[src/hw/card_bus_pkg.sv]
package card_bus_pkg;

    // Host command codes
    typedef enum logic [1:0] {
        CMD_WRITE4 = 2'd0, // One byte per board, same register address
        CMD_READ4  = 2'd1,
        CMD_TEST   = 2'd2  // Status byte through the test-address strobe
    } cmd_type_t;

    // One read byte on its way from the sequencer to the framer
    typedef struct packed {
        logic [7:0] data;
        logic       last; // Byte from the final board slot
    } resp_entry_t;

    // Slots per command, fixed by the 32-bit command word
    localparam int BOARD_COUNT = 4;

    // Address valid to strobe, and minimum strobe width
    localparam int SETUP_NS = 750;

    // Idle gap ahead of every address phase
    localparam int PRE_DELAY_CYCLES = 2;

endpackage

[src/hw/card_bus_sequencer.sv]
`timescale 1ns/1ps

module card_bus_sequencer #(
    parameter int CLOCK_FREQUENCY = 10_000_000 // Hz
) (
    input  logic                      clock,
    input  logic                      rst,

    // Host command
    input  logic                      cmd_valid,
    input  card_bus_pkg::cmd_type_t   cmd_type,
    input  logic [2:0]                cmd_addr,
    input  logic [31:0]               cmd_data,
    output logic                      busy,
    output logic                      cmd_done,

    // Rack bus
    output logic [3:0]                board_select, // One-hot slot select
    output logic [2:0]                bus_addr,
    output logic                      test_address,
    output logic                      rd,
    output logic                      wr,
    output logic [7:0]                data_out,
    input  logic [7:0]                data_in,
    output logic                      data_dir,     // High while we drive data

    // Response queue
    input  logic                      full,
    output logic                      push,
    output card_bus_pkg::resp_entry_t push_entry
);
    import card_bus_pkg::*;

    // Setup time in clocks, rounded up
    localparam longint SETUP_PRODUCT = longint'(SETUP_NS) * longint'(CLOCK_FREQUENCY);
    localparam int     SETUP_RAW     = int'((SETUP_PRODUCT + 999_999_999) / 1_000_000_000);
    localparam int     S_CYCLES      = (SETUP_RAW < 1) ? 1 : SETUP_RAW;

    localparam int WAIT_MAX = (S_CYCLES > PRE_DELAY_CYCLES) ? S_CYCLES : PRE_DELAY_CYCLES;
    localparam int WAIT_W   = $clog2(WAIT_MAX + 1);
    localparam int IDX_W    = $clog2(BOARD_COUNT);

    typedef enum logic [2:0] {
        ST_IDLE,
        ST_PRE_DELAY,
        ST_ADDR_SETUP,   // Address valid, counting setup time
        ST_STROBE,
        ST_DATA_RELEASE,
        ST_PUSH,
        ST_RELEASE       // Drop the address, then next slot or done
    } state_t;

    state_t            state;
    logic [WAIT_W-1:0] wait_cnt;
    logic [IDX_W-1:0]  board_idx;

    cmd_type_t         cmd_type_q;
    logic [2:0]        cmd_addr_q;
    logic [31:0]       cmd_data_q;
    logic [7:0]        rd_byte;

    logic              accept;
    logic              wait_done;
    logic              is_write;
    logic              is_test;
    logic              last_board;

    assign accept     = (state == ST_IDLE) && cmd_valid; // Strobes while busy are dropped
    assign wait_done  = (wait_cnt == '0);
    assign is_write   = (cmd_type_q == CMD_WRITE4);
    assign is_test    = (cmd_type_q == CMD_TEST);
    assign last_board = (board_idx == IDX_W'(BOARD_COUNT - 1));

    // Held in ST_PUSH until the queue has room
    assign push       = (state == ST_PUSH) && !full;
    assign push_entry = '{data: rd_byte, last: last_board};

    // Command latch, bus payload and sampled read byte
    always_ff @(posedge clock) begin
        if (accept) begin
            cmd_type_q <= cmd_type;
            cmd_addr_q <= cmd_addr;
            cmd_data_q <= cmd_data;
        end
        if (state == ST_PRE_DELAY && wait_done) begin
            bus_addr <= cmd_addr_q;
            data_out <= cmd_data_q[board_idx*8 +: 8]; // Byte n goes to board n
        end
        // Last rd cycle
        if (state == ST_STROBE && wait_done && !is_write) begin
            rd_byte <= data_in;
        end
    end

    always_ff @(posedge clock) begin
        if (rst) begin
            state        <= ST_IDLE;
            wait_cnt     <= '0;
            board_idx    <= '0;
            busy         <= 1'b0;
            cmd_done     <= 1'b0;
            board_select <= '0;
            test_address <= 1'b0;
            rd           <= 1'b0;
            wr           <= 1'b0;
            data_dir     <= 1'b0;
        end else begin
            cmd_done <= 1'b0;
            if (!wait_done) begin
                wait_cnt <= wait_cnt - 1'b1;
            end

            case (state)
                ST_IDLE: begin
                    if (accept) begin
                        busy      <= 1'b1;
                        board_idx <= '0;
                        wait_cnt  <= WAIT_W'(PRE_DELAY_CYCLES - 1);
                        state     <= ST_PRE_DELAY;
                    end
                end
                ST_PRE_DELAY: begin
                    if (wait_done) begin
                        board_select <= 4'b0001 << board_idx;
                        test_address <= is_test;
                        data_dir     <= is_write; // Data goes out with the address
                        wait_cnt     <= WAIT_W'(S_CYCLES - 1);
                        state        <= ST_ADDR_SETUP;
                    end
                end
                ST_ADDR_SETUP: begin
                    if (wait_done) begin
                        wr       <= is_write;
                        rd       <= !is_write;
                        wait_cnt <= WAIT_W'(S_CYCLES - 1);
                        state    <= ST_STROBE;
                    end
                end
                ST_STROBE: begin
                    if (wait_done) begin
                        rd    <= 1'b0;
                        wr    <= 1'b0;
                        state <= is_write ? ST_DATA_RELEASE : ST_PUSH;
                    end
                end
                ST_DATA_RELEASE: begin
                    data_dir <= 1'b0; // One cycle of hold after wr falls
                    state    <= ST_RELEASE;
                end
                ST_PUSH: begin
                    if (!full) begin
                        state <= ST_RELEASE;
                    end
                end
                ST_RELEASE: begin
                    board_select <= '0;
                    test_address <= 1'b0;
                    if (last_board) begin
                        cmd_done <= 1'b1;
                        busy     <= 1'b0;
                        state    <= ST_IDLE;
                    end else begin
                        board_idx <= board_idx + 1'b1;
                        wait_cnt  <= WAIT_W'(PRE_DELAY_CYCLES - 1);
                        state     <= ST_PRE_DELAY;
                    end
                end
                default: state <= ST_IDLE;
            endcase
        end
    end

    // Boards see one strobe at a time, and only with a single slot selected
    assert property (@(posedge clock) disable iff (rst)
        (rd || wr) |-> !(rd && wr) && $onehot(board_select))
        else $error("strobe without a single board selected, or rd and wr together");

    // Queue back-pressure must hold the byte
    assert property (@(posedge clock) disable iff (rst)
        (state == ST_PUSH && full) |=> (state == ST_PUSH) && $stable(push_entry))
        else $error("read byte not held while the response queue was full");

endmodule

[src/hw/response_queue.sv]
`timescale 1ns/1ps

module response_queue #(
    parameter type T     = logic [7:0],
    parameter int  DEPTH = 8
) (
    input  logic clock,
    input  logic rst,
    input  logic push,
    input  T     push_entry,
    input  logic pop,
    output T     pop_entry,  // Head entry, valid while not empty
    output logic full,
    output logic empty
);

    localparam int PTR_W = (DEPTH > 1) ? $clog2(DEPTH) : 1;
    localparam int CNT_W = $clog2(DEPTH + 1);

    T                 mem [DEPTH];
    logic [PTR_W-1:0] wr_ptr;
    logic [PTR_W-1:0] rd_ptr;
    logic [CNT_W-1:0] count;

    // Wraps at DEPTH, so any depth works
    function automatic logic [PTR_W-1:0] next_ptr(input logic [PTR_W-1:0] ptr);
        return (ptr == PTR_W'(DEPTH - 1)) ? '0 : ptr + 1'b1;
    endfunction

    assign full      = (count == CNT_W'(DEPTH));
    assign empty     = (count == '0);
    assign pop_entry = mem[rd_ptr];

    always_ff @(posedge clock) begin
        if (push) begin
            mem[wr_ptr] <= push_entry;
        end
    end

    always_ff @(posedge clock) begin
        if (rst) begin
            wr_ptr <= '0;
            rd_ptr <= '0;
            count  <= '0;
        end else begin
            if (push) begin
                wr_ptr <= next_ptr(wr_ptr);
            end
            if (pop) begin
                rd_ptr <= next_ptr(rd_ptr);
            end
            case ({push, pop})
                2'b10:   count <= count + 1'b1;
                2'b01:   count <= count - 1'b1;
                default: count <= count; // Both or neither
            endcase
        end
    end

    assert property (@(posedge clock) disable iff (rst) pop |-> !empty)
        else $error("pop from an empty response queue");

    assert property (@(posedge clock) disable iff (rst) push |-> !full)
        else $error("push into a full response queue");

endmodule

[src/hw/response_framer.sv]
`timescale 1ns/1ps

module response_framer (
    input  logic                      clock,
    input  logic                      rst,

    // Response queue head
    input  logic                      empty,
    input  card_bus_pkg::resp_entry_t pop_entry,
    output logic                      pop,

    // Host response
    output logic                      resp_valid,
    output logic [31:0]               resp_data,  // Byte n from board n
    output logic [2:0]                resp_count
);
    import card_bus_pkg::*;

    localparam int IDX_W = $clog2(BOARD_COUNT + 1);

    logic [IDX_W-1:0] idx_q;     // Next byte position
    logic [31:0]      asm_word;  // Bytes gathered so far
    logic [31:0]      next_word;

    // Drain whenever something is waiting
    assign pop = !empty;

    always_comb begin
        next_word = asm_word;
        if (idx_q < IDX_W'(BOARD_COUNT)) begin
            next_word[idx_q*8 +: 8] = pop_entry.data;
        end
    end

    always_ff @(posedge clock) begin
        if (rst) begin
            idx_q      <= '0;
            resp_valid <= 1'b0;
            resp_count <= '0;
        end else begin
            resp_valid <= 1'b0;
            if (pop) begin
                if (pop_entry.last) begin
                    resp_valid <= 1'b1;
                    resp_count <= 3'(idx_q + 1'b1);
                    idx_q      <= '0;
                end else begin
                    idx_q <= idx_q + 1'b1;
                end
            end
        end
    end

    // Word assembly and the published response
    always_ff @(posedge clock) begin
        if (pop) begin
            if (pop_entry.last) begin
                resp_data <= next_word;
                asm_word  <= '0;
            end else begin
                asm_word <= next_word;
            end
        end
    end

    // Sequencer flags last on the final slot, so a byte always has a place
    assert property (@(posedge clock) disable iff (rst) pop |-> idx_q < IDX_W'(BOARD_COUNT))
        else $error("response byte index past BOARD_COUNT");

endmodule

[src/hw/card_bus_top.sv]
`timescale 1ns/1ps

module card_bus_top #(
    parameter int CLOCK_FREQUENCY = 10_000_000, // Hz, sets bus timing
    parameter int RESP_DEPTH      = 8
) (
    input  logic                    clock,
    input  logic                    rst,

    // Host side
    input  logic                    cmd_valid,
    input  card_bus_pkg::cmd_type_t cmd_type,
    input  logic [2:0]              cmd_addr,
    input  logic [31:0]             cmd_data,
    output logic                    busy,
    output logic                    cmd_done,
    output logic                    resp_valid,
    output logic [31:0]             resp_data,
    output logic [2:0]              resp_count,

    // Rack side
    output logic [3:0]              board_select,
    output logic [2:0]              bus_addr,
    output logic                    test_address,
    output logic                    rd,
    output logic                    wr,
    output logic [7:0]              data_out,
    input  logic [7:0]              data_in,
    output logic                    data_dir
);
    import card_bus_pkg::*;

    // Read bytes on their way to the framer
    logic        push;
    logic        full;
    logic        pop;
    logic        empty;
    resp_entry_t push_entry;
    resp_entry_t pop_entry;

    card_bus_sequencer #(
        .CLOCK_FREQUENCY (CLOCK_FREQUENCY)
    ) u_sequencer (
        .clock        (clock),
        .rst          (rst),
        .cmd_valid    (cmd_valid),
        .cmd_type     (cmd_type),
        .cmd_addr     (cmd_addr),
        .cmd_data     (cmd_data),
        .busy         (busy),
        .cmd_done     (cmd_done),
        .board_select (board_select),
        .bus_addr     (bus_addr),
        .test_address (test_address),
        .rd           (rd),
        .wr           (wr),
        .data_out     (data_out),
        .data_in      (data_in),
        .data_dir     (data_dir),
        .full         (full),
        .push         (push),
        .push_entry   (push_entry)
    );

    response_queue #(
        .T     (resp_entry_t),
        .DEPTH (RESP_DEPTH)
    ) u_queue (
        .clock      (clock),
        .rst        (rst),
        .push       (push),
        .push_entry (push_entry),
        .pop        (pop),
        .pop_entry  (pop_entry),
        .full       (full),
        .empty      (empty)
    );

    response_framer u_framer (
        .clock      (clock),
        .rst        (rst),
        .empty      (empty),
        .pop_entry  (pop_entry),
        .pop        (pop),
        .resp_valid (resp_valid),
        .resp_data  (resp_data),
        .resp_count (resp_count)
    );

endmodule

[config.mk]
export PLATFORM = sky130hd
export DESIGN_NAME = card_bus_top
export DESIGN_NICKNAME = d
export VERILOG_FILES = /design/src/hw/card_bus_pkg.sv /design/src/hw/card_bus_sequencer.sv /design/src/hw/response_queue.sv /design/src/hw/response_framer.sv /design/src/hw/card_bus_top.sv
export SDC_FILE = /design/constraint.sdc
export NUM_CORES = 1
export LEC_CHECK = 0
export ABC_AREA = 0
export BUFFER_PORTS_ARGS = -buffer_cell sky130_fd_sc_hd__buf_2
export CORE_MARGIN = 3
export CORE_UTILIZATION = 62
export DETAILED_ROUTE_END_ITERATION = 10
export GPL_TIMING_DRIVEN = 0
export HOLD_SLACK_MARGIN = 0.12
export PLACE_DENSITY = 0.82
export SETUP_SLACK_MARGIN = 0.02
export SYNTH_ARGS = -nofsm -noshare
export SYNTH_HDL_FRONTEND = slang
export SYNTH_SLANG_ARGS = --single-unit
export TNS_END_PERCENT = 100
[constraint.sdc]
create_clock -name clock -period 4.55 [get_ports clock]
set_input_delay 0.6825 -clock clock [delete_from_list [all_inputs] [get_ports clock]]
set_output_delay 0.6825 -clock clock [all_outputs]
set_load 0.03 [all_outputs]
* Yosys cells after proc, flatten, opt, wreduce, memory -nomap -nowiden
Memory sizes are Yosys's and may differ from the RTL's. A register that Yosys moved wholly into a read port is not among the register bits.
Index checks and enable logic that the tools add are counted.
** Operators by class
- $add $sub $neg :: 8
- Magnitude comparators :: 1
- Eq/ne operators :: 20
- Shifts and indexed selects :: 4
- Multiplexer cells :: 41
- Bitwise logic cells :: 2
- Reductions and logical operators :: 27
** Operators with widths (count)
- 6-bit negator with 34-bit output :: 1
- 8-bit by 34-bit variable shift with 32-bit output, first input constant :: 1
- 8-bit by 34-bit indexed part select with 32-bit output :: 1
- 32-bit bitwise mux :: 1
- 32-bit 2-to-1 mux :: 1
- 32-bit by 6-bit indexed part select with 8-bit output :: 1
- 3-bit 2-to-1 mux :: 10
- 3-bit case mux with 7 select lines :: 1
- 4-bit 2-to-1 mux :: 5
- 4-bit case mux with 2 select lines :: 2
- 3-bit == test, second input constant :: 5
- 1-bit 2-to-1 mux :: 12
- 4-bit case mux with 3 select lines :: 1
- 2-bit by 1-bit inequality test with 1-bit output, second input constant :: 5
- 1-bit case mux with 2 select lines :: 5
- 2-bit nonzero test :: 5
- 3-bit by 1-bit adder with 3-bit output, second input constant :: 3
- 3-bit AND reduction :: 3
- 4-bit zero test :: 2
- 4-bit by 1-bit subtractor with 4-bit output, second input constant :: 2
- 2-bit == test, second input constant :: 3
- 3-bit by 2-bit == test with 1-bit output, second input constant :: 2
- 2-bit AND reduction :: 3
- 2-bit OR reduction :: 3
- other kinds (16) :: 25
** Storage, ports and cells
- Register bits after elaboration :: 156
- RAM bits :: 72
- Input port bits :: 48
- Logic and storage cells :: 128
- Memories kept :: 1
** Memory list
- u_queue.mem :: depth 8, bits a word 9, rd ports 1, clocked after memory_dff 1, write ports 1, RTL line response_queue.sv:20 : T mem [DEPTH];

* Logic depth before layout (Yosys ltp)
Gate-level depths: netlist of run 1.
- Word-level depth :: 5
- Mapped depth :: 11

* Cells and area by module
A second synthesis of run 1 with hierarchy kept.
** Second synthesis, totals
- Cell total of the unflattened synthesis :: 582
- Area total of the unflattened synthesis :: 9690.5 µm²
** Modules (own cells, without submodules)
- response_queue :: times used 1, cells an instance 178, area each 3433.3 µm²
- response_framer :: times used 1, cells an instance 223, area each 3355.7 µm²
- card_bus_sequencer :: times used 1, cells an instance 181, area each 2901.5 µm²

* Least setup slack after synthesis of run 1
OpenSTA, ideal clock, no wires.
- Kind :: register to register
- Start point :: register u_queue.count[1]
- End point :: register u_framer.resp_data[0] (enable)
- Library setup time :: 413 ps
- Arrival time :: 2690 ps
- Required time :: 4137 ps
- Setup slack :: 1447 ps
- Stages on the path, launching flop included :: 5
- Buffers on the path :: 1
- Period minus slack after synthesis :: 3103 ps
- Path through :: dfxtp_1 -> clkbuf_1 -> nor4_1 -> inv_1 -> and2_0
** Between the ends
- Word-level cells in the longest chain between the ends :: 3
** RTL lines
- start: declaration :: RTL line response_queue.sv:23 : logic [CNT_W-1:0] count;
- start signal: assignment :: RTL line response_queue.sv:53 : 2'b10: count <= count + 1'b1;
- start signal: assignment :: RTL line response_queue.sv:54 : 2'b01: count <= count - 1'b1;
- start signal: assignment :: RTL line response_queue.sv:55 : default: count <= count;
- 4-bit zero test :: RTL line response_queue.sv:31 : assign empty = (count == '0);
- 1-bit NOT (no line)
- 2-bit AND reduction (no line)
- end signal: assignment :: RTL line response_framer.sv:58 : resp_data <= next_word;
- end: declaration :: RTL line response_framer.sv:14 : output logic [31:0] resp_data,
No other way between the ends.
A chain may end at the register's enable or synchronous reset.

* Worst setup path in the final report of run 1
- Start point :: register u_queue.count[1]
- End point :: register u_queue.count[3]
** Between the ends
- Word-level cells in the longest chain between the ends :: 5
- Elaborated cells between the ends (all ways) :: 11
- Those cells by class :: 2 x add/sub; 3 x eq/ne; 1 x mux; 5 x reduce/logical
** RTL lines
- 4-bit == test :: RTL line response_queue.sv:30 : assign full = (count == CNT_W'(DEPTH));
- 1-bit zero test :: RTL line card_bus_sequencer.sv:75 : assign push = (state == ST_PUSH) && !full;
- 1-bit logical AND :: RTL line card_bus_sequencer.sv:75
- 2-bit by 1-bit == test with 1-bit output or 2-bit == test (tied branches) :: RTL line response_queue.sv:52 : case ({push, pop})
- 4-bit case mux with 2 select lines or 2-bit nonzero test (tied branches)
Parallel ways exist; a longest one is shown, timed or not.

==> results of run 1 <==
power groups by stage:
stage               Clock [mW]  Combinational (mW)  Sequential [mW]
floorplan                    0                1.27             3.22
global placement             0                1.79             3.10
detailed placement           0                1.90             3.11
CTS                       1.87                1.95             3.08
global route              1.96                2.10             3.12
finish                    1.84                1.94             3.08
worst max-delay path, cell delays in order (launching register included):
cell and delay (ps):
sky130_fd_sc_hd__dfxtp_1 300, sky130_fd_sc_hd__clkbuf_1 200, sky130_fd_sc_hd__nor4_1 520, sky130_fd_sc_hd__inv_2 480, sky130_fd_sc_hd__ha_1 540, sky130_fd_sc_hd__or4b_2 750, sky130_fd_sc_hd__a31o_2 240, sky130_fd_sc_hd__a21oi_1 140
layout make-up:
| cell class | instances | area (µm²) |
|---|---|---|
| timing repair buffer | 106 | 535.5 |
| multi-input combinational | 271 | 2431 |
| sequential | 231 | 6546 |
| clock inverter | 7 | 66.31 |
| fill | 817 | 3467 |
| tap | 180 | 225.2 |
| clock buffer | 35 | 681.9 |
| inverter | 13 | 48.80 |
| buffer | 21 | 93.84 |
stage by stage:
stage | setup WS (ps) | hold WS [ps]
floorplan | 1447 | 400.3
global placement | 432.6 | 403.9
detailed placement | 1499 | 404.5
CTS | 1362 | 343.0
global route | 1169 | 338.6
finish | 1311 | 352.8
synth_stat cells, drive strengths merged (3+ instances only):
library cell / n / area [µm²]
mux2i: 7 / 70.07
o21ai: 6 / 30.03
mux4: 26 / 585.6
nor3: 13 / 76.33
xor2: 3 / 26.28
or3: 7 / 43.79
edfxtp: 192 / 5766
a21oi: 22 / 110.1
or4b: 4 / 40.04
inv: 12 / 45.04
nand3b: 5 / 37.54
nand3: 3 / 20.02
nor3b: 3 / 27.52
a211oi: 3 / 22.52
nor2: 22 / 82.58
mux2: 42 / 473.0
buf: 7 / 40.04
clkbuf: 14 / 53.80
ha: 16 / 200.2
dfxtp: 39 / 780.8
nand2: 20 / 75.07
nor4: 5 / 50.05
nor2b: 36 / 225.2
nand2b: 8 / 50.05
metal layers:
layer | vias to the layer above | track usage, % | share of wire [%]
met2 | 151 | 38.39 | 52
met5 | - | 0 | 0
met1 | 2518 | 29.55 | 41
li1 | 2310 | - | -
met4 | 0 | 6.057 | 2.1
met3 | 33 | 3.261 | 5.1
path summary, 6_finish.rpt:
kind | startpoint | to | slack (ps) | cells after the start
worst max-delay path | u_queue.count[1]$_SDFFE_PP0P_ | u_queue.count[3]$_SDFFE_PP0P_ | 1310 | 7
worst min-delay path | cmd_data[7] | u_sequencer.cmd_data_q[7]$_DFFE_PP_ | 350 | 1
worst max register to register | u_queue.count[1]$_SDFFE_PP0P_ | u_queue.count[3]$_SDFFE_PP0P_ | 1310 | 7
worst min register to register | u_sequencer.cmd_addr_q[1]$_DFFE_PP_ | u_sequencer.bus_addr[1]$_DFFE_PP_ | 420 | 0
flip-flops by register name, indices dropped and copies added (netlist names), 4 cells and up, named ones only:
name	flops
u_queue.mem	72
u_framer.asm_word	32
u_framer.resp_data	32
u_sequencer.cmd_data_q	32
u_sequencer.data_out	8
u_sequencer.rd_byte	8
u_queue.count	4
u_sequencer.board_select	4
u_sequencer.wait_cnt	4
cells by family (layout without fill, tap and decap cells):
kind of cell	after synthesis	after routing	share of synthesized area [%]
compound gates	40	40	2.560
mux	75	75	12.42
buf+inv	34	182	1.569
flops	231	231	72.02
fa+ha+maj	16	16	2.202
xor+xnor	5	5	0.4818
simple gates	135	135	8.755
==> reports/metrics.sh, run 1 <==
FINAL_NETS=731
GRT_START_MAX_NET_PINS=41
TIMING.CRITICAL_PATH.REQUIRED_PS=4980
GRT.TOTAL_USAGE_PCT=22.07
HOLD_VIOL=0
HPWLAFTERDP_UM=11040
ACHIEVABLE-FREQUENCY_GHz=0.3087
DRV_CAP=0
CLOCK_SINK_COUNT=231
POWER_LEAKAGE_nW=3.783
LAYOUT.CELLS.MOST_COMMON_LIST='sky130_fd_sc_hd__edfxtp_1, sky130_fd_sc_hd__buf_2, sky130_fd_sc_hd__mux2_2'
SYNTH-EDFF-COUNT=192
SYNTH.YOSYS.SEQ_AREA_SHARE_PCT=72.02
GRT_SETUP_UNREPAIRED='no'
NUMBER_OF_DIODES=0
DESIGN.CORE.AREA_UM2=14100
PLACEMENTROWS=43
CRITPATHARRIVALTIME_PS=3670
LAYOUT.CELLS.MOST_COMMON='sky130_fd_sc_hd__edfxtp_1'
CLOCK_SKEW_PS=14.79
UTILIZATION_OF_THE_CORE_AFTER_ROUTING_PCT=75.40
TIMING.FINAL.CRIT_SHARE_PCT=71.19
CTS_POST_SETUP_BUFFERS_INSERTED=0
ROUTE.VIAS.TOTAL=5012
PORT-BUFFER-COUNT=104
POST_CTS.RESIZED_INSTANCES=0
TIMING.CRITICAL_PATH.FROM_TYPE='flop'
WORSTSETUPPATHTYPE='reg -> reg'
COMBPWRFRAC_PCT=28.3
VIA_PER_INST=5.801
SYNTH_AREA_PER_CELL_UM2=16.96
IRDROPWORSTVDD_mV=0.4799
ROUTABILITY_DRIVEN_PLACEMENT_CONGESTION_RATIO=0.8127
RUN_STATUS='finished clean'
POST_DP_CELL_AREA_UM2=9881
FINAL_MAX_SLEW_VIOL_COUNT=0
ROUTEDWLPERCELL_UM=20.47
CTS_BUFFERS=23
INITIAL_ANTENNA_VIOLATION_COUNT=0
SETUP_TOTAL_NEGATIVE_SLACK_PS=0
FINAL-INSTANCE-COUNT-EXCL-FILL=864
SYN-NUM-NETS=600
CLK_ROOT_BUFFER_CELL='sky130_fd_sc_hd__clkbuf_16'
CLK_LATENCY_PS=500
SYN2LAYOUT_AREA_GROWTH_PCT=16.93
DIEAREA_UM2=16150
INTERNAL_POWER_mW=4.749
POWER_SWITCHING_mW=2.109
CLOCK_POWER_SHARE_PCT=26.9
CRIT_FANOUT=40
YOSYS_MOST_USED_DFF='sky130_fd_sc_hd__edfxtp_1'
PERIOD_NEEDED_PS=3239
WIRE_LENGTH_OF_THE_FIRST_GLOBAL_ROUTING_PASS_UM=27840
WORSTSETUPENDPOINTTYPE='flop'
INITIAL_CORE_UTIL_PCT=64.49
FINALWIRELENGTH_UM=17680
POSTROUTEANTENNANETS=0
YOSYS.CELL_TYPES.COUNT=49
CTS_BUFFER_DEPTH=3
NUMBER_OF_VIOLATIONS_REPORTED_AT_THE_END_OF_DETAILED_ROUTING_ITERATION_0=384
HOLD_PATH.CLASS='in -> reg'
GR-TOTAL-OVERFLOW=0
CLKSLEWWORSTSETUPHOLDPATHS_PS=60
FINAL_CELL_AREA_UM2=10630
FINALSETUPVIOLATIONS=0
CHIPWIDTH_UM=127.1
TIGHTESTPINTRANSITION_PS=1302
DESIGN_POWER_TOTAL_mW=6.858
SLEW_HEADROOM_PCT=12.54
DRT_FIRST_PASS_ITERS=5
CTS-HTREE-LEVELS=1
HOLD_BUFFERS=0
DRC_VIOLATION_COUNT_AFTER_ROUTING=0
SW_FRAC_OF_TOTAL_PCT=30.75
SYNTH.CELL_AREA_UM2=9090
YS_ASYNC_SR_FRACTION_PCT=0
YOSYSWARNINGS=0
TRITONCTS='done'
SYNTH_CELLS=536
FP.DIEH_UM=127.1
YOSYS_REGISTER_BITS=231
POWER.DENSITY_CELL_AREA_nW_PER_UM2=645.2
SEQ_POWER_SHARE_PCT=44.9
DP_CELLS=822
FIRST_GLOBAL_VIAS=5171
IOS=105
DRIVE_GT1_SHARE_PCT=34.21
(Power assumes the default switching activity.)
==> inputs of run 2 (changes only) <==
--- a/config.mk
+++ b/config.mk
@@ -8,11 +8,11 @@
 export ABC_AREA = 0
 export BUFFER_PORTS_ARGS = -buffer_cell sky130_fd_sc_hd__buf_2
 export CORE_MARGIN = 3
-export CORE_UTILIZATION = 62
+export CORE_UTILIZATION = 58
 export DETAILED_ROUTE_END_ITERATION = 10
 export GPL_TIMING_DRIVEN = 0
 export HOLD_SLACK_MARGIN = 0.12
-export PLACE_DENSITY = 0.82
+export PLACE_DENSITY = 0.77
 export SETUP_SLACK_MARGIN = 0.02
 export SYNTH_ARGS = -nofsm -noshare
 export SYNTH_HDL_FRONTEND = slang
==> constraint.sdc (replaced) <==
create_clock -name clock -period 3.29 [get_ports clock]
set_input_delay 0.4935 -clock clock [delete_from_list [all_inputs] [get_ports clock]]
set_output_delay 0.4935 -clock clock [all_outputs]
set_load 0.03 [all_outputs]
==> run 2 against run 1 <==
  * Register-to-register slack lost 1100 ps
  * Utilization shrank 5.3 points
  * Worst hold slack lost 200 ps
  * Die area grew 6.6%
  * Worst setup slack lost 1100 ps
==> reports/metrics.sh, run 2 (same netlist as run 1, synthesis figures left out) <==
TIMING.CRITICAL_PATH.REQUIRED_PS=3720  # -1260 ps
SETUP_TOTAL_NEGATIVE_SLACK_PS=0  # unchanged
FIRST_GLOBAL_VIAS=5312  # +2.7%
IRDROPWORSTVDD_mV=0.6659  # +39%
UTILIZATION_OF_THE_CORE_AFTER_ROUTING_PCT=70.12  # -5.3 points
ROUTEDWLPERCELL_UM=19.26  # -5.9%
WORSTSETUPSTARTPOINT='u_queue.count[1]$_SDFFE_PP0P_'
AREA.SEQUENTIAL_UM2=6546  # unchanged
REGMOSTFLOPS='u_queue.mem'
CTS-HTREE-LEVELS=1  # unchanged
PERIOD_NEEDED_PS=3084  # -155.0 ps
ACHIEVABLE-FREQUENCY_GHz=0.3242  # +5.0%
GRT_START_MAX_NET_PINS=38  # -7.3%
FINALWIRELENGTH_UM=17220  # -2.6%
LAYOUT.CELLS.MOST_COMMON_LIST='sky130_fd_sc_hd__edfxtp_1, sky130_fd_sc_hd__buf_2, sky130_fd_sc_hd__mux2_2'
DRV_CAP=0  # unchanged
CRIT_END='u_queue.count[3]$_SDFFE_PP0P_'
REG2REG_SETUP_SLACK_PS=210  # -1110 ps
GRT.TOTAL_USAGE_PCT=20.41  # -1.7 points
INITIAL_ANTENNA_VIOLATION_COUNT=0  # unchanged
POST-PLACE-WS_PS=-144.4  # -1644 ps
DRC_VIOLATION_COUNT_AFTER_ROUTING=0  # unchanged
FINALSETUPVIOLATIONS=0  # unchanged
PORT-BUFFER-COUNT=104  # unchanged
TIGHTESTPINTRANSITION_PS=1075  # -226.8 ps
SYN2LAYOUT_AREA_GROWTH_PCT=17.70
PLACEMENTROWS=45  # +4.7%
CRIT_FANOUT=10  # -75%
CTS_BUFFERS=24  # +4.3%
HOLD_VIOL=0  # unchanged
WORSTSETUPPATHTYPE='reg -> reg'
FINAL_NETS=733  # +0.27%
TIMING.CRITICAL_PATH.FROM_TYPE='flop'
CLOCK_SKEW_PS=9.967  # -4.828 ps
DESIGN.CORE.AREA_UM2=15260  # +8.2%
SLEW_HEADROOM_PCT=27.73  # +15 points
FILL_CELLS=961  # +18%
ROUTE.VIAS.TOTAL=5090  # +1.6%
WORST-R2R-CELL-COUNT=7  # unchanged
INITIAL_CORE_UTIL_PCT=59.57  # -4.9 points
WORSTREG2REGSTART='u_queue.count[1]$_SDFFE_PP0P_'
WORSTSETUPENDPOINTTYPE='flop'
CTS_POST_SETUP_BUFFERS_INSERTED=0  # unchanged
IOS=105  # unchanged
DRIVE_GT1_SHARE_PCT=34.85  # +0.64 points
CLKSLEWWORSTSETUPHOLDPATHS_PS=60  # about the same
POWER_LEAKAGE_nW=3.772  # -0.29%
TIMING.FINAL.CRIT_SHARE_PCT=93.75  # +23 points
DIEAREA_UM2=17210  # +6.6%
POWER.DENSITY_CELL_AREA_nW_PER_UM2=889.6  # +38%
VIA_PER_INST=5.694  # -1.9%
TRITONCTS='done'
FIN_WS_PS=205.7  # -1105 ps
LARGEST_REGISTER_FFS=72  # unchanged
CLK_LATENCY_PS=510  # about the same
CLOCK_SINK_COUNT=231  # unchanged
FINAL-INSTANCE-COUNT-EXCL-FILL=894  # +3.5%
GRT_SETUP_UNREPAIRED='no'
ROUTABILITY_DRIVEN_PLACEMENT_CONGESTION_RATIO=0.8448  # +3.9%
DESIGN_POWER_TOTAL_mW=9.517  # +39%
CHIPWIDTH_UM=131.2  # +3.2%
HOLD_PATH.CLASS='in -> reg'
HPWLAFTERDP_UM=10830  # -1.9%
DP_CELLS=852  # +3.6%
CRITPATHARRIVALTIME_PS=3510  # -160 ps
NUMBER_OF_DIODES=0  # unchanged
CLK_ROOT_BUFFER_CELL='sky130_fd_sc_hd__clkbuf_16'
POSTROUTEANTENNANETS=0  # unchanged
CTS_BUFFER_DEPTH=3  # unchanged
NUMBER_OF_VIOLATIONS_REPORTED_AT_THE_END_OF_DETAILED_ROUTING_ITERATION_0=363  # -5.5%
DRT_FIRST_PASS_ITERS=5  # unchanged
FINAL_MAX_SLEW_VIOL_COUNT=0  # unchanged
RUN_STATUS='finished clean'
GR-TOTAL-OVERFLOW=0  # unchanged
LAYOUT.CELLS.MOST_COMMON='sky130_fd_sc_hd__edfxtp_1'
FP.DIEH_UM=131.2  # +3.2%
R2R-END='u_queue.count[3]$_SDFFE_PP0P_'
MULTI_INPUT_COMB_AREA_UM2=2456  # +1.0%
WIRE_LENGTH_OF_THE_FIRST_GLOBAL_ROUTING_PASS_UM=28040  # +0.72%
==> run 2: how the worst min path moves through the flow <==
stage / slack [ps] / start / depth (start not counted) / endpoint
after floorplan: 400 / u_sequencer.cmd_addr_q[0]$_DFFE_PP_ / 0 / u_sequencer.bus_addr[0]$_DFFE_PP_
after global placement: 400 / u_sequencer.cmd_addr_q[1]$_DFFE_PP_ / 0 / u_sequencer.bus_addr[1]$_DFFE_PP_
after detailed placement: 410 / u_sequencer.cmd_addr_q[2]$_DFFE_PP_ / 0 / u_sequencer.bus_addr[2]$_DFFE_PP_
after CTS: 140 / cmd_data[8] / 1 / u_sequencer.cmd_data_q[8]$_DFFE_PP_
after global routing: 140 / cmd_data[8] / 1 / u_sequencer.cmd_data_q[8]$_DFFE_PP_
final: 160 / cmd_data[8] / 1 / u_sequencer.cmd_data_q[8]$_DFFE_PP_
==> run 2: layout make-up <==
class,instances,area share (%)
Sequential cell,231,61.19
Inverter,13,0.4912
Clock buffer,28,5.953
Timing Repair inverter,2,0.09356
Multi-Input combinational cell,271,22.96
Timing Repair Buffer,105,4.935
Buffer,21,0.8771
Tap cell,211,2.468
Clock inverter,12,1.041
==> run 2: repair_timing <==
| item | CTS | global route |
|---|---|---|
| gates cloned | 2 | 0 |
| gates resized for setup | 3 | 1 |
| hold buffers | 0 | 0 |
| endpoints found under the hold margin | 0 | 0 |
| endpoints found under the setup margin | 2 | 2 |
| pin swaps | 0 | 0 |
==> run 2: where the power goes <==
group / internal, mW / switching, mW / total [mW]
combinational: 1.03 / 1.67 / 2.70
clock: 1.53 / 1.04 / 2.57
sequential: 4.04 / 0.208 / 4.25
==> run 2: metrics by stage <==
step	hold slack [ps]	instance area, µm²
after floorplan	400.3	9090
after global placement	400.1	9874
after detailed placement	406.3	9922
after CTS	142.7	10700
after global routing	141.5	10700
final	156.6	10700
==> run 2: critical path, cell delays in order, from the launching register on <==
cell                         delay, ps
sky130_fd_sc_hd__dfxtp_1           300
sky130_fd_sc_hd__clkbuf_1          220
sky130_fd_sc_hd__nor4_4            510
sky130_fd_sc_hd__clkinvlp_4        420
sky130_fd_sc_hd__ha_1              470
sky130_fd_sc_hd__or4b_2            710
sky130_fd_sc_hd__a31o_2            220
sky130_fd_sc_hd__a21oi_1           150
==> run 2: layer usage <==
metal,GRT usage [%],wire length (µm)
met1,26.57,6943
met2,35.14,8752
met3,3.943,1037
met4,6.418,482
met5,0,0
==> inputs of run 3 (changes only) <==
--- a/config.mk
+++ b/config.mk
@@ -7,12 +7,13 @@
 export LEC_CHECK = 0
 export ABC_AREA = 0
 export BUFFER_PORTS_ARGS = -buffer_cell sky130_fd_sc_hd__buf_2
-export CORE_MARGIN = 3
-export CORE_UTILIZATION = 58
+export CORE_MARGIN = 8
+export CORE_UTILIZATION = 60
+export CTS_BUF_LIST = sky130_fd_sc_hd__clkbuf_8
 export DETAILED_ROUTE_END_ITERATION = 10
 export GPL_TIMING_DRIVEN = 0
 export HOLD_SLACK_MARGIN = 0.12
-export PLACE_DENSITY = 0.77
+export PLACE_DENSITY = 0.8
 export SETUP_SLACK_MARGIN = 0.02
 export SYNTH_ARGS = -nofsm -noshare
 export SYNTH_HDL_FRONTEND = slang
==> run 3 against run 2 <==
  * Critical endpoint is now u_framer.asm_word[22]$_SDFFCE_PP0N_
  * Sequential share of layout area rose by 0.83 points
  * Non-clock buffer count did not move
  * Utilization rose by 0.37 points
  * Worst setup slack improved by 88 ps
==> reports/metrics.sh, run 3 (same netlist as run 1, synthesis figures left out) <==
RUN_STATUS='finished clean'
PERIOD_NEEDED_PS=2996  # -88.26 ps
CLOCK_SINK_COUNT=231  # unchanged
DRIVE_GT1_SHARE_PCT=34.89  # +0.047 points
FINAL_MAX_SLEW_VIOL_COUNT=0  # unchanged
HOLDWS_PS=150.7  # -5.908 ps
DESIGN.CORE.AREA_UM2=14980  # -1.8%
WORST-R2R-CELL-COUNT=7  # unchanged
CTS_BUFFERS=37  # +54%
WORSTSETUPENDPOINTTYPE='flop'
CLOCK_POWER_SHARE_PCT=24.1  # -2.9 points
DRV_CAP=0  # unchanged
VIA_PER_INST=5.670  # -0.42%
GR-TOTAL-OVERFLOW=0  # unchanged
DRT_FIRST_PASS_ITERS=4  # -1
REGMOSTFLOPS='u_queue.mem'
CTS-HTREE-LEVELS=2  # +1
MIN-DELAY-START='cmd_data[28]'
HOLD_BUFFERS=0  # unchanged
NUMBER_OF_VIOLATIONS_REPORTED_AT_THE_END_OF_DETAILED_ROUTING_ITERATION_0=355  # -2.2%
CRITPATHARRIVALTIME_PS=3220  # -290 ps
LARGEST_REGISTER_FFS=72  # unchanged
CTS_BUFFER_DEPTH=3  # unchanged
POWER_SWITCHING_mW=2.874  # -1.5%
DIEAREA_UM2=19340  # +12%
FP.DIEH_UM=139.1  # +6.0%
WORSTSETUPPATHTYPE='reg -> reg'
SYN2LAYOUT_AREA_GROWTH_PCT=16.13
PLACEMENTROWS=45  # unchanged
WORSTPATHCELLLIST='inv_1 > ha_1 > ha_1 > nand2b_1 > nor4_2 > mux2_2 > nor2b_1'
CRIT_FANOUT=8  # -2
POWER_LEAKAGE_nW=3.782  # +0.26%
GRT_START_MAX_NET_PINS=41  # +7.9%
LAYOUT.CELLS.MOST_COMMON_LIST='sky130_fd_sc_hd__edfxtp_1, sky130_fd_sc_hd__buf_2, sky130_fd_sc_hd__mux2_2'
REG2REG_SETUP_SLACK_PS=290  # +90 ps
POWER.DENSITY_CELL_AREA_nW_PER_UM2=859.3  # -3.4%
TRITONCTS='done'
NUMBER_OF_DIODES=0  # unchanged
CLKSLEWWORSTSETUPHOLDPATHS_PS=60  # about the same
MIN_DELAY_PATH_DEPTH=1  # unchanged
GRT_SETUP_UNREPAIRED='no'
CLK_ROOT_BUFFER_CELL='sky130_fd_sc_hd__clkbuf_8'
CLK_LATENCY_PS=520  # about the same
HOLD_PATH.CLASS='in -> reg'
CHIPWIDTH_UM=139.1  # +6.0%
CPMAXSTAGEDELAYCELL='sky130_fd_sc_hd__nor4_2'
FILL_CELLS=978  # +1.8%
TIMING.CRITICAL_PATH.REQUIRED_PS=3510  # -210 ps
FINALWIRELENGTH_UM=17370  # +0.88%
IRDROPWORSTVDD_mV=0.4378  # -34%
FINAL_NETS=744  # +1.5%
ROUTEDWLPERCELL_UM=19.45  # +1.0%
CTS_POST_SETUP_BUFFERS_INSERTED=0  # unchanged
INITIAL_ANTENNA_VIOLATION_COUNT=0  # unchanged
DRC_VIOLATION_COUNT_AFTER_ROUTING=0  # unchanged
R2R-END='u_framer.asm_word[22]$_SDFFCE_PP0N_'
ACHIEVABLE-FREQUENCY_GHz=0.3338  # +2.9%
HPWLAFTERDP_UM=11660  # +7.7%
GRT.TOTAL_USAGE_PCT=17.92  # -2.5 points
ROUTE.VIAS.TOTAL=5063  # -0.53%
INITIAL_CORE_UTIL_PCT=60.69  # +1.1 points
HOLD_VIOL=0  # unchanged
LAYOUT.CELLS.MOST_COMMON='sky130_fd_sc_hd__edfxtp_1'
CLOCK_SKEW_PS=22.33  # +12.37 ps
ROUTABILITY_DRIVEN_PLACEMENT_CONGESTION_RATIO=0.8054  # -4.7%
WORST_HOLD_PATH.ENDPOINT='u_sequencer.cmd_data_q[28]$_DFFE_PP_'
SEQ_POWER_SHARE_PCT=46.8  # +2.2 points
COMBPWRFRAC_PCT=29.1  # +0.7 points
FIRST_GLOBAL_VIAS=5420  # +2.0%
TIMING.CRITICAL_PATH.MODE_CELL='sky130_fd_sc_hd__ha_1'
POSTROUTEANTENNANETS=0  # unchanged
PORT-BUFFER-COUNT=104  # unchanged
SETUP_TOTAL_NEGATIVE_SLACK_PS=0  # unchanged
WORSTREG2REGSTART='u_framer.idx_q[0]$_SDFFE_PP0N_'
IOS=105  # unchanged
WIRE_LENGTH_OF_THE_FIRST_GLOBAL_ROUTING_PASS_UM=27610  # -1.6%
TIMING.CRITICAL_PATH.FROM_TYPE='flop'
CPPEAKSTAGEDELAY_PS=930  # +220 ps
TIMING.FINAL.CRIT_SHARE_PCT=91.06  # -2.7 points
INTERNAL_POWER_mW=6.197  # -6.1%
SLEW_HEADROOM_PCT=17.56  # -10 points
TIGHTESTPINTRANSITION_PS=1227  # +152.1 ps
FINALSETUPVIOLATIONS=0  # unchanged
SW_FRAC_OF_TOTAL_PCT=31.68  # +1.0 points
## run 3: cell count changes in the layout (fill, tap and decap cells not counted), sizes merged
cell,previous run,this run
bufinv,2,0
inv,12,22
clkinvlp,5,0
clkbuf,42,55
clkinv,8,14
## run 3: layout make-up
| cell class | instances | area (µm²) | area share, % |
|---|---|---|---|
| Buffer | 21 | 93.84 | 0.8889 |
| Clock buffer | 41 | 564.3 | 5.345 |
| Clock inverter | 23 | 95.09 | 0.9008 |
| Inverter | 13 | 51.30 | 0.4860 |
| Multi-Input combinational cell | 271 | 2442 | 23.14 |
| Sequential cell | 231 | 6546 | 62.01 |
| Tap cell | 188 | 235.2 | 2.228 |
| Timing Repair Buffer | 105 | 528.0 | 5.002 |
## run 3: how the worst max path moves through the flow
stage	startpoint	to	slack, ps	cells past startpoint
CTS	u_queue.count[1]$_SDFFE_PP0P_	u_queue.count[3]$_SDFFE_PP0P_	200	8
detailed placement	u_framer.idx_q[0]$_SDFFE_PP0N_	u_framer.asm_word[14]$_SDFFCE_PP0N_	230	6
floorplan	u_queue.count[1]$_SDFFE_PP0P_	u_framer.resp_data[0]$_DFFE_PP_	190	4
global placement	u_queue.count[1]$_SDFFE_PP0P_	u_framer.resp_count[1]$_SDFFE_PP0P_	-810	5
global route	u_framer.idx_q[0]$_SDFFE_PP0N_	u_framer.asm_word[19]$_SDFFCE_PP0N_	90	7
finish	u_framer.idx_q[0]$_SDFFE_PP0N_	u_framer.asm_word[22]$_SDFFCE_PP0N_	290	7
## run 3: power by group through the flow
stage / sequential [mW] / combinational [mW] / clock (mW)
after floorplan: 4.46 / 1.76 / 0
after global placement: 4.29 / 2.50 / 0
after detailed placement: 4.30 / 2.63 / 0
after CTS: 4.25 / 2.65 / 2.23
after global routing: 4.29 / 2.88 / 2.34
final: 4.24 / 2.64 / 2.19
## run 3: per-stage QoR
step / cell area [µm²] / std cells / util [%] / power [mW] / setup slack [ps]
after floorplan: 9090 / 536 / - / 6.221 / 187.3
after global placement: 9846 / 828 / 65.74 / 6.792 / -805.6
after detailed placement: 9888 / 829 / 66.02 / 6.933 / 234.9
after CTS: 10550 / 893 / 70.43 / 9.132 / 199.2
after global routing: 10560 / 893 / 70.48 / 9.519 / 92.79
final: 10560 / 893 / 70.48 / 9.071 / 294.0
## run 3: what timing repair did
action	in CTS	in global routing
gates resized for setup	0	4
endpoints found under the hold margin	0	0
setup endpoints to repair	0	1
## run 3: per-layer routing
metal  vias up  part of all wire (%)  GRT usage (%)
met5         -                     0              0
met4         0                   1.6          6.239
met3        28                   5.0          4.337
met2       141                    53          31.95
met1      2547                    41          20.74
li1       2347                     -              -
## run 3: worst max-delay path: cells and delay by family (launching register included)
family,cells,cell delay (ps)
fa+ha+maj,2,520
simple gates,3,1190
flops,1,450
mux,1,430
buf+inv,1,130
